`config.mk`:
```
export PLATFORM = sky130hd
export DESIGN_NAME = uart_top
export DESIGN_NICKNAME = d
export VERILOG_FILES = /design/src/uart_pkg.sv /design/src/uart_tx.sv /design/src/uart_rx.sv /design/src/uart_fifo.sv /design/src/uart_bus.sv /design/src/uart_top.sv
export SDC_FILE = /design/constraint.sdc
export NUM_CORES = 1
export LEC_CHECK = 0
export BUFFER_PORTS_ARGS = -buffer_cell sky130_fd_sc_hd__clkbuf_2
export CORE_MARGIN = 5
export CORE_UTILIZATION = 40
export CTS_CLUSTER_DIAMETER = 80
export DETAILED_ROUTE_END_ITERATION = 8
export MAX_ROUTING_LAYER = met4
export SYNTH_ARGS = -nofsm -noshare
export SYNTH_HDL_FRONTEND = slang
export SYNTH_SLANG_ARGS = --single-unit
```
`constraint.sdc`:
```
create_clock -name clock -period 2.6 [get_ports clock]
set_clock_uncertainty 0.05 [all_clocks]
set_input_delay 0 -clock clock [delete_from_list [all_inputs] [get_ports clock]]
set_output_delay 0 -clock clock [all_outputs]
set_load 0.005 [all_outputs]
```
`src/uart_pkg.sv`:
```
package uart_pkg;

  // Bus and serial vector types.
  typedef logic [7:0]  byte_t;   // One serial data byte.
  typedef logic [31:0] word_t;   // Bus data word.
  typedef logic [31:0] addr_t;   // Bus byte address.
  typedef logic [3:0]  strb_t;   // Byte write strobes.
  typedef logic [15:0] count_t;  // Bit period counter.

  // Register offsets, matched against address bits 3 to 0.
  localparam logic [3:0] data_offset   = 4'h0;  // Transmit on write, receive on read.
  localparam logic [3:0] status_offset = 4'h4;  // Status on read, flag clear on write.

  // Status word bit positions.
  localparam int status_tx_busy   = 0;  // Frame in progress on the tx line.
  localparam int status_rx_avail  = 1;  // Receive FIFO holds at least one byte.
  localparam int status_overrun   = 2;  // Sticky, a byte was dropped.
  localparam int status_frame_err = 3;  // Sticky, a stop bit sampled low.

  // Frame layout, 8N1.
  localparam int frame_bits = 10;  // Start, eight data, stop.

endpackage

```
`src/uart_tx.sv`:
```
`timescale 1ns/10ps

module uart_tx #(
  parameter int unsigned clks_per_bit = 16
) (
  input  logic            clock,
  input  logic            reset,
  input  logic            tx_start,
  input  uart_pkg::byte_t tx_byte,
  output logic            tx_busy,
  output logic            tx_done,
  output logic            serial_tx
);
  import uart_pkg::*;

  typedef enum logic {
    tx_idle,
    tx_shift
  } tx_state_t;

  localparam count_t last_count = count_t'(clks_per_bit - 1);
  localparam logic [3:0] last_bit = 4'(frame_bits - 1);

  tx_state_t   state;
  logic [9:0]  shift_reg;  // Bit 0 is on the line.
  count_t      count;
  logic [3:0]  bit_index;
  logic        period_end;

  assign period_end = (count == last_count);
  assign serial_tx  = shift_reg[0];
  assign tx_busy    = (state == tx_shift);
  assign tx_done    = (state == tx_shift) && period_end && (bit_index == last_bit);

  always_ff @(posedge clock) begin
    if (reset) begin
      state     <= tx_idle;
      shift_reg <= '1;
      count     <= '0;
      bit_index <= '0;
    end else begin
      case (state)
        tx_idle: begin
          if (tx_start) begin
            shift_reg <= {1'b1, tx_byte, 1'b0};  // Stop, data LSB first, start.
            count     <= '0;
            bit_index <= '0;
            state     <= tx_shift;
          end
        end
        tx_shift: begin
          if (period_end) begin
            count <= '0;
            if (bit_index == last_bit) begin
              shift_reg <= '1;  // Line idles high.
              state     <= tx_idle;
            end else begin
              shift_reg <= {1'b1, shift_reg[9:1]};
              bit_index <= bit_index + 4'd1;
            end
          end else begin
            count <= count + count_t'(1);
          end
        end
        default: begin
          state <= tx_idle;
        end
      endcase
    end
  end

endmodule

```
`src/uart_rx.sv`:
```
`timescale 1ns/10ps

module uart_rx #(
  parameter int unsigned clks_per_bit = 16
) (
  input  logic            clock,
  input  logic            reset,
  input  logic            serial_rx,
  output logic            rx_strobe,
  output uart_pkg::byte_t rx_byte,
  output logic            rx_frame_err
);
  import uart_pkg::*;

  typedef enum logic [1:0] {
    rx_idle,
    rx_start,
    rx_data,
    rx_stop
  } rx_state_t;

  localparam count_t half_count = count_t'(clks_per_bit / 2 - 1);
  localparam count_t last_count = count_t'(clks_per_bit - 1);
  localparam count_t hold_count = count_t'(clks_per_bit);  // Marks a low stop bit.

  rx_state_t  state;
  logic       rx_meta;
  logic       rx_sync;
  count_t     count;
  logic [2:0] bit_index;
  byte_t      data_reg;

  assign rx_byte = data_reg;

  always_ff @(posedge clock) begin
    if (reset) begin
      rx_meta <= 1'b1;
      rx_sync <= 1'b1;
    end else begin
      rx_meta <= serial_rx;
      rx_sync <= rx_meta;
    end
  end

  always_ff @(posedge clock) begin
    if (state == rx_data && count == last_count) begin
      data_reg <= {rx_sync, data_reg[7:1]};  // LSB arrives first.
    end
  end

  always_ff @(posedge clock) begin
    if (reset) begin
      state        <= rx_idle;
      count        <= '0;
      bit_index    <= '0;
      rx_strobe    <= 1'b0;
      rx_frame_err <= 1'b0;
    end else begin
      rx_strobe    <= 1'b0;
      rx_frame_err <= 1'b0;
      case (state)
        rx_idle: begin
          count     <= '0;
          bit_index <= '0;
          if (!rx_sync) begin
            state <= rx_start;
          end
        end
        rx_start: begin
          if (count == half_count) begin
            count <= '0;
            state <= rx_sync ? rx_idle : rx_data;  // High here was a glitch.
          end else begin
            count <= count + count_t'(1);
          end
        end
        rx_data: begin
          if (count == last_count) begin
            count     <= '0;
            bit_index <= bit_index + 3'd1;
            if (bit_index == 3'd7) begin
              state <= rx_stop;
            end
          end else begin
            count <= count + count_t'(1);
          end
        end
        rx_stop: begin
          if (count == last_count) begin
            if (rx_sync) begin
              rx_strobe <= 1'b1;
              state     <= rx_idle;
            end else begin
              rx_frame_err <= 1'b1;
              count        <= hold_count;
            end
          end else if (count == hold_count) begin
            // Wait for the line to return high before looking for a new start bit.
            if (rx_sync) begin
              state <= rx_idle;
            end
          end else begin
            count <= count + count_t'(1);
          end
        end
        default: begin
          state <= rx_idle;
        end
      endcase
    end
  end

endmodule

```
`src/uart_fifo.sv`:
```
`timescale 1ns/10ps

module uart_fifo #(
  parameter int unsigned fifo_depth = 4
) (
  input  logic            clock,
  input  logic            reset,
  input  logic            push,
  input  uart_pkg::byte_t push_byte,
  input  logic            pop,
  output uart_pkg::byte_t pop_byte,
  output logic            empty,
  output logic            overrun
);
  import uart_pkg::*;

  localparam int ptr_w   = $clog2(fifo_depth);
  localparam int count_w = $clog2(fifo_depth + 1);

  byte_t              mem [fifo_depth];
  logic [ptr_w-1:0]   wr_ptr;
  logic [ptr_w-1:0]   rd_ptr;
  logic [count_w-1:0] count;
  logic               full;
  logic               do_push;

  assign full     = (count == count_w'(fifo_depth));
  assign empty    = (count == '0);
  assign do_push  = push && !full;
  assign pop_byte = mem[rd_ptr];

  always_ff @(posedge clock) begin
    if (do_push) begin
      mem[wr_ptr] <= push_byte;
    end
  end

  always_ff @(posedge clock) begin
    if (reset) begin
      wr_ptr  <= '0;
      rd_ptr  <= '0;
      count   <= '0;
      overrun <= 1'b0;
    end else begin
      overrun <= push && full;  // Byte is dropped.
      if (do_push) begin
        wr_ptr <= wr_ptr + 1'b1;  // Wraps, depth is a power of two.
      end
      if (pop) begin
        rd_ptr <= rd_ptr + 1'b1;
      end
      case ({do_push, pop})
        2'b10:   count <= count + 1'b1;
        2'b01:   count <= count - 1'b1;
        default: count <= count;
      endcase
    end
  end

endmodule

```
`src/uart_bus.sv`:
```
`timescale 1ns/10ps

module uart_bus (
  input  logic            clock,
  input  logic            reset,
  input  logic            bus_valid,
  input  uart_pkg::addr_t bus_addr,
  input  uart_pkg::word_t bus_wdata,
  input  uart_pkg::strb_t bus_wstrb,
  input  logic            tx_busy,
  input  logic            tx_done,
  input  uart_pkg::byte_t pop_byte,
  input  logic            empty,
  input  logic            overrun,
  input  logic            rx_frame_err,
  output uart_pkg::word_t bus_rdata,
  output logic            bus_ready,
  output logic            tx_start,
  output uart_pkg::byte_t tx_byte,
  output logic            pop
);
  import uart_pkg::*;

  typedef enum logic [1:0] {
    bus_idle,
    bus_wait_tx,
    bus_wait_rx,
    bus_respond
  } bus_state_t;

  bus_state_t state;
  logic       tx_sent;  // Our frame has been started.
  logic       overrun_flag;
  logic       frame_err_flag;
  logic       is_write;
  logic [3:0] offset;
  word_t      status_word;

  assign is_write = |bus_wstrb;
  assign offset   = bus_addr[3:0];

  always_comb begin
    status_word                   = '0;
    status_word[status_tx_busy]   = tx_busy;
    status_word[status_rx_avail]  = !empty;
    status_word[status_overrun]   = overrun_flag;
    status_word[status_frame_err] = frame_err_flag;
  end

  assign tx_start  = (state == bus_wait_tx) && !tx_sent && !tx_busy;
  assign tx_byte   = bus_wdata[7:0];
  assign pop       = (state == bus_wait_rx) && !empty;
  assign bus_ready = (state == bus_respond) || pop ||
                     ((state == bus_wait_tx) && tx_sent && tx_done);

  always_comb begin
    bus_rdata = '0;
    if (state == bus_wait_rx) begin
      bus_rdata = word_t'(pop_byte);  // Zero-extended.
    end else if (state == bus_respond && offset == status_offset && !is_write) begin
      bus_rdata = status_word;
    end
  end

  always_ff @(posedge clock) begin
    if (reset) begin
      state          <= bus_idle;
      tx_sent        <= 1'b0;
      overrun_flag   <= 1'b0;
      frame_err_flag <= 1'b0;
    end else begin
      case (state)
        bus_idle: begin
          if (bus_valid) begin
            if (offset != data_offset) begin
              state <= bus_respond;
            end else if (is_write) begin
              state <= bus_wait_tx;
            end else begin
              state <= bus_wait_rx;
            end
          end
        end
        bus_wait_tx: begin
          if (tx_start) begin
            tx_sent <= 1'b1;
          end
          if (bus_ready) begin
            tx_sent <= 1'b0;
            state   <= bus_idle;
          end
        end
        bus_wait_rx: begin
          if (pop) begin
            state <= bus_idle;
          end
        end
        default: begin
          state <= bus_idle;  // Respond lasts one cycle.
        end
      endcase
      if (state == bus_respond && is_write && offset == status_offset) begin
        overrun_flag   <= 1'b0;
        frame_err_flag <= 1'b0;
      end
      if (overrun) begin
        overrun_flag <= 1'b1;  // A new event wins over a clear.
      end
      if (rx_frame_err) begin
        frame_err_flag <= 1'b1;
      end
    end
  end

endmodule

```
`src/uart_top.sv`:
```
`timescale 1ns/10ps

module uart_top #(
  parameter int unsigned clks_per_bit = 16,
  parameter int unsigned fifo_depth   = 4
) (
  input  logic            clock,
  input  logic            reset,
  input  logic            bus_valid,
  input  uart_pkg::addr_t bus_addr,
  input  uart_pkg::word_t bus_wdata,
  input  uart_pkg::strb_t bus_wstrb,
  input  logic            serial_rx,
  output uart_pkg::word_t bus_rdata,
  output logic            bus_ready,
  output logic            serial_tx
);
  import uart_pkg::*;

  logic  tx_start;
  logic  tx_busy;
  logic  tx_done;
  byte_t tx_byte;
  logic  rx_strobe;
  logic  rx_frame_err;
  byte_t rx_byte;
  logic  pop;
  byte_t pop_byte;
  logic  empty;
  logic  overrun;

  uart_bus u_uart_bus (
    .clock        (clock),
    .reset        (reset),
    .bus_valid    (bus_valid),
    .bus_addr     (bus_addr),
    .bus_wdata    (bus_wdata),
    .bus_wstrb    (bus_wstrb),
    .tx_busy      (tx_busy),
    .tx_done      (tx_done),
    .pop_byte     (pop_byte),
    .empty        (empty),
    .overrun      (overrun),
    .rx_frame_err (rx_frame_err),
    .bus_rdata    (bus_rdata),
    .bus_ready    (bus_ready),
    .tx_start     (tx_start),
    .tx_byte      (tx_byte),
    .pop          (pop)
  );

  uart_tx #(
    .clks_per_bit (clks_per_bit)
  ) u_uart_tx (
    .clock     (clock),
    .reset     (reset),
    .tx_start  (tx_start),
    .tx_byte   (tx_byte),
    .tx_busy   (tx_busy),
    .tx_done   (tx_done),
    .serial_tx (serial_tx)
  );

  uart_rx #(
    .clks_per_bit (clks_per_bit)
  ) u_uart_rx (
    .clock        (clock),
    .reset        (reset),
    .serial_rx    (serial_rx),
    .rx_strobe    (rx_strobe),
    .rx_byte      (rx_byte),
    .rx_frame_err (rx_frame_err)
  );

  uart_fifo #(
    .fifo_depth (fifo_depth)
  ) u_uart_fifo (
    .clock     (clock),
    .reset     (reset),
    .push      (rx_strobe),
    .push_byte (rx_byte),
    .pop       (pop),
    .pop_byte  (pop_byte),
    .empty     (empty),
    .overrun   (overrun)
  );

endmodule

```
-- After elaboration in Yosys (flattened, before gate mapping)
Memory sizes are Yosys's and may differ from the RTL's. A register that Yosys moved wholly into a read port is not among the register bits.
Cells that the tools add are included.
- flip-flop bits (word level): 77
- input bits: 72
- output and inout bits: 34
- word-level logic and storage cells: 152
- memories: 1
- memory bits (writable): 32
- memory list (memory ; depth ; width ; read ports ; clocked after Yosys merged registers in ; wr ports ; line ; text):
    u_uart_fifo.mem ; 4 ; 8 ; 1 ; 1 ; 1 ; uart_fifo.sv:20 ; byte_t mem [fifo_depth];
- bitwise operators: 3
- eq/ne operators: 29
- mux-type cells: 52
- reduce and logical (&&, ||, !) cells: 39
- $add $sub $neg: 8
- operators with widths (operator ; number):
    16-bit 2-to-1 mux ; 7
    16-bit case mux with 4 select lines ; 1
    16-bit by 1-bit adder with 16-bit output (second input constant) ; 2
    16-bit by 4-bit == test with 1-bit output (second input constant) ; 2
    32-bit 2-to-1 mux ; 1
    16-bit case mux with 2 select lines ; 1
    2-bit 2-to-1 mux ; 15
    10-bit 2-to-1 mux ; 2
    10-bit case mux with 2 select lines ; 1
    16-bit by 3-bit == test with 1-bit output (second input constant) ; 1
    16-bit by 5-bit == test with 1-bit output (second input constant) ; 1
    4-bit 2-to-1 mux ; 4
    2-bit inequality test (second input constant) ; 8
    1-bit logical AND ; 14
    1-bit 2-to-1 mux ; 12
    3-bit case mux with 2 select lines ; 2
    2-bit == test (second input constant) ; 5
    2-bit nonzero test ; 5
    9-bit 2-to-1 mux ; 1
    2-bit case mux with 4 select lines ; 1
    4-bit case mux with 2 select lines ; 1
    2-bit AND reduction ; 4
    3-bit by 1-bit adder with 3-bit output (second input constant) ; 2
    2-bit by 1-bit == test with 1-bit output (second input constant) ; 3
    23 further kinds ; 35

-- Depth between registers and ports, before layout
- word-level depth: 7
- gate-level depth with buffers: 10
- gate-level depth less buffers: 10

-- Hierarchy
A second synthesis with hierarchy kept.
- cell total of the unflattened synthesis: 537
- area total of the unflattened synthesis: 5537.8 µm²
- by module, submodules not included (module ; cells each ; area each (µm²) ; times used ; seq. area each (µm²)):
    uart_tx ; 212 ; 1670.4 ; 1 ; 600.6
    uart_fifo ; 94 ; 1659.1 ; 1 ; 1161.1
    uart_rx ; 154 ; 1600.3 ; 1 ; 740.7
    uart_bus ; 77 ; 608.1 ; 1 ; 100.1

-- Least setup slack after synthesis
Ideal clock, no wire load.
- kind: register to register
- start point: register u_uart_rx.count[0]
- end point: register u_uart_rx.data_reg[0] (netlist: u_uart_rx.rx_byte[0]) (enable)
- data required time: 2162 ps
- cell stages (with the launch flop): 6
- library setup time: 388 ps
- period minus slack after synthesis: 2351 ps
- slack: 249 ps
- buffers on the path: 1
- data arrival time: 1913 ps
- cell sequence: dfxtp_1 ha_1 and4b_1 clkbuf_1 nand4_1 nor3b_1
- cells in the longest elaborated chain, start to end: 2
- RTL lines (what ; line ; text):
    start, declared ; uart_rx.sv:29 ; count_t count;
    start signal, assigned ; uart_rx.sv:74 ; count <= count + count_t'(1);
    start signal, assigned ; uart_rx.sv:85 ; count <= count + count_t'(1);
    start signal, assigned ; uart_rx.sv:95 ; count <= hold_count;
    16-bit by 4-bit == test with 1-bit output ; uart_rx.sv:46 ; if (state == rx_data && count == last_count) begin
    1-bit logical AND ; uart_rx.sv:46 ;
    end signal, assigned ; uart_rx.sv:47 ; data_reg <= {rx_sync, data_reg[7:1]};
    end, declared ; uart_rx.sv:31 ; byte_t data_reg;
Every way passes these cells.
A chain may end at the register's enable or synchronous reset.

-- Worst setup path in the final report
- start point: register u_uart_tx.count[0]
- end point: output port bus_ready
- cells in the longest elaborated chain, start to end: 5
- RTL lines (what ; line ; text):
    start, declared ; uart_tx.sv:26 ; count_t count;
    start signal, assigned ; uart_tx.sv:62 ; count <= count + count_t'(1);
    16-bit by 4-bit == test with 1-bit output ; uart_tx.sv:30 ; assign period_end = (count == last_count);
    1-bit logical AND (2 in series) ; uart_tx.sv:33 ; assign tx_done = (state == tx_shift) && period_end && (bit_index == last_bit);
    1-bit logical AND ; uart_bus.sv:54 ; ((state == bus_wait_tx) && tx_sent && tx_done);
    1-bit logical OR ; uart_bus.sv:53 ; assign bus_ready = (state == bus_respond) || pop ||
    end, declared ; uart_top.sv:15 ; output logic bus_ready,
Every way passes these cells.

==> metrics.txt <==
initial antenna violation count 0; Post-synth EDFFs 40; Top reg by flops u_uart_fifo.mem; most frequent cells in the layout dfxtp_1 (70), nor2_1 (63), edfxtp_1 (40), clkbuf_2 (29), nand2_1 (27); vias post-DR ~3.8k; initial DRC count ~320; layout cells sized above 1 0.148; final setup fails 0; fin util 0.458; P&R area growth vs syn 11.8%; CP delay by family, top simple AND/OR/NAND/NOR gates; Regs by FF count u_uart_fifo.mem x32, u_uart_rx.count x16, u_uart_tx.count x16; Crit. End Element output port; leakage 2.06 nW; CTS max path bufs 2; R2R cell count 10; Syn. warnings 0; total wire length around 10000 um; vias in the first global route ~3.6k; Crit. path cell count 8; Max FO, Critical Path 7; Final Hold Viols 0; vias per cell ~5.2; CTS tree yes; Hold Crit Class in2reg; startpoint types flop; Clock Pin Slew Worst Setup and Hold Paths 0.07 ns; Non-Filler Instances 733; Port Buffers 29; Starting Density 0.410; nets 641; multiplexer area fraction after synthesis 0.0367; I/O pin count approximately 110; overall routing resource usage 0.142; post-synthesis adder-cell area fraction 0.0326; global route total overflow 0; largest net degree at the start of global routing 37; RePlAce Congestion 0.841; row count 41; hold path depth 4; Die H between 100 and 150 um; number of max-cap violations 0; CP required between 2 and 3 ns; placed cell count 713; DRT antenna net count 0; sequential area share after synthesis 0.499; crit-path cells ha_1 -> nand3_1 -> buf_4 -> nor2_1 -> nand4_1 -> nor2_2 -> a32o_1 -> clkbuf_2; Synth Area in Compound Gates 0.118; max FFs per register 32; drt pass-1 iters 4; fmax roughly 0.43 GHz; max incr delay on CP roughly 0.42 ns; crit path buf inv count 2; DIE WIDTH between 100 and 150 um; most common cell after layout, fill and taps aside dfxtp_1; mean cell area of the mapped netlist a little over 10 um^2; CTS Buf Count 9; antenna cells 0; IR drop worst, VDD 0.000282 V; Final Cycle Share 0.893; largest family of logic cells by synthesized area simple AND/OR/NAND/NOR gates; Setup Crit Path Kind reg2out; CTS Root Cell clkbuf_16; status finished clean; first-pass GRT wire length ~17000 um; clk sinks 110; fill count 1211; CP max-delay cell dfxtp_1; crit path DAT 2.27 ns; setup TNS 0 ns; mapped cell area ~0.0052 mm^2; DRC 0; HPWL Detailed about 7000 um; Synth cell types 60; core area around 0.013 mm^2; FFs w/ async S/R, synth 0; simple-gate share of the synthesized area 0.209; Post-synth top flop dfxtp_1; final worst path period need approximately 2.3 ns; post-synthesis cell count between 500 and 600; RSZ-0062 raised after global routing false; clock latency at the later pin of the worst-skew pair roughly 0.36 ns; max-slew violation count 0; drt wl/cell between 10 and 15 um; Synth Area in XOR/XNOR 0.0353; DIE AREA around 0.015 mm^2; PD cells a little under 600 mW/mm^2; H-tree levels 3; Slew @ Worst Pin ~0.74 ns; relative slew slack 0.508; synthesis-stage register bit count 110
## worst min-delay path: stages
cell,delay [ns]
clkbuf_2,0.08
nor2_1,0.04
a211oi_2,0.18
a211o_1,0.11
## report_power, final
group / total [mW] / internal [mW] / switching (mW)
clock: 1.34 / 0.678 / 0.664
sequential: 1.83 / 1.80 / 0.0284
combinational: 0.246 / 0.105 / 0.141
## timing repair
item                                   4_1_cts  5_1_grt
endpoints found under the hold margin        3        0
setup endpoints to repair                    0        1
setup buffers                                0        0
hold buffers                                 4        0
resized for setup                            0        1
## stage by stage
step	total power, mW	hold WS [ns]	setup slack [ns]	instance area [um^2]
floorplan	2.07	0.0538	0.249	5300
global route	3.58	0.0512	0.0629	5830
CTS	3.47	0.0137	0.148	5830
finish	3.42	0.0291	0.277	5830
detailed placement	2.11	0.138	0.333	5500
global placement	2.10	0.136	0.381	5500
## routing by layer
layer | wire, um | GRT usage | vias to the layer above
li1 | - | - | 1904
met2 | 4560 | 0.217 | 83
met3 | 505 | 0.0359 | 12
met1 | 4760 | 0.182 | 1776
met5 | 0 | - | -
met4 | 137 | 0.0520 | 0
## synth_stat cells, types with 4 or more instances
master,count,share of area
a211o_1,8,0.013
a211oi_1,11,0.016
a21oi_1,22,0.021
a22o_1,4,0.0067
a31oi_1,4,0.0048
and2_1,11,0.013
and3_1,9,0.011
buf_4,24,0.035
clkbuf_1,15,0.011
dfxtp_1,70,0.27
edfxtp_1,40,0.23
ha_1,12,0.029
inv_1,19,0.014
mux4_2,8,0.035
nand2_1,27,0.019
nand2b_1,5,0.0060
nand3_1,21,0.020
nand4_1,11,0.013
nor2_1,64,0.046
nor2b_1,5,0.0060
nor3_1,11,0.011
nor3b_1,4,0.0058
nor4_1,12,0.014
o21ai_0,19,0.018
o21ai_1,5,0.0048
or3_1,6,0.0072
or4_1,4,0.0058
xnor2_1,10,0.017
xor2_1,11,0.018
## path summary, 6_finish.rpt
path / from / to / slack [ns]
setup / recovery: u_uart_tx.count[0] / bus_ready / 0.28
setup reg to reg: u_uart_fifo.count[0] / u_uart_fifo.count[2] / 0.32
hold reg to reg: u_uart_rx.rx_meta / u_uart_rx.rx_sync / 0.36
hold / removal: bus_wdata[6] / u_uart_tx.shift_reg[7] / 0.03
## final cells by class
class	count	area (um^2)	area share
Sequential cell	110	2600	0.446
Clock buffer	10	229	0.0393
Inverter	19	71.3	0.0122
Clock inverter	6	58.8	0.0101
Timing Repair Buffer	50	313	0.0536
Tap cell	172	215	0.0369
Multi-Input combinational cell	366	2340	0.402
## logic make-up (layout without fill, tap and decap cells)
family	Yosys count	count (layout)
buf+inv	65	85
mux	9	9
compound gates	90	90
other cells	1	24
fa+ha+maj	13	13
flops	110	110
simple gates	209	209
xor+xnor	21	21
No activity file was read; power rests on OpenSTA's default activity.
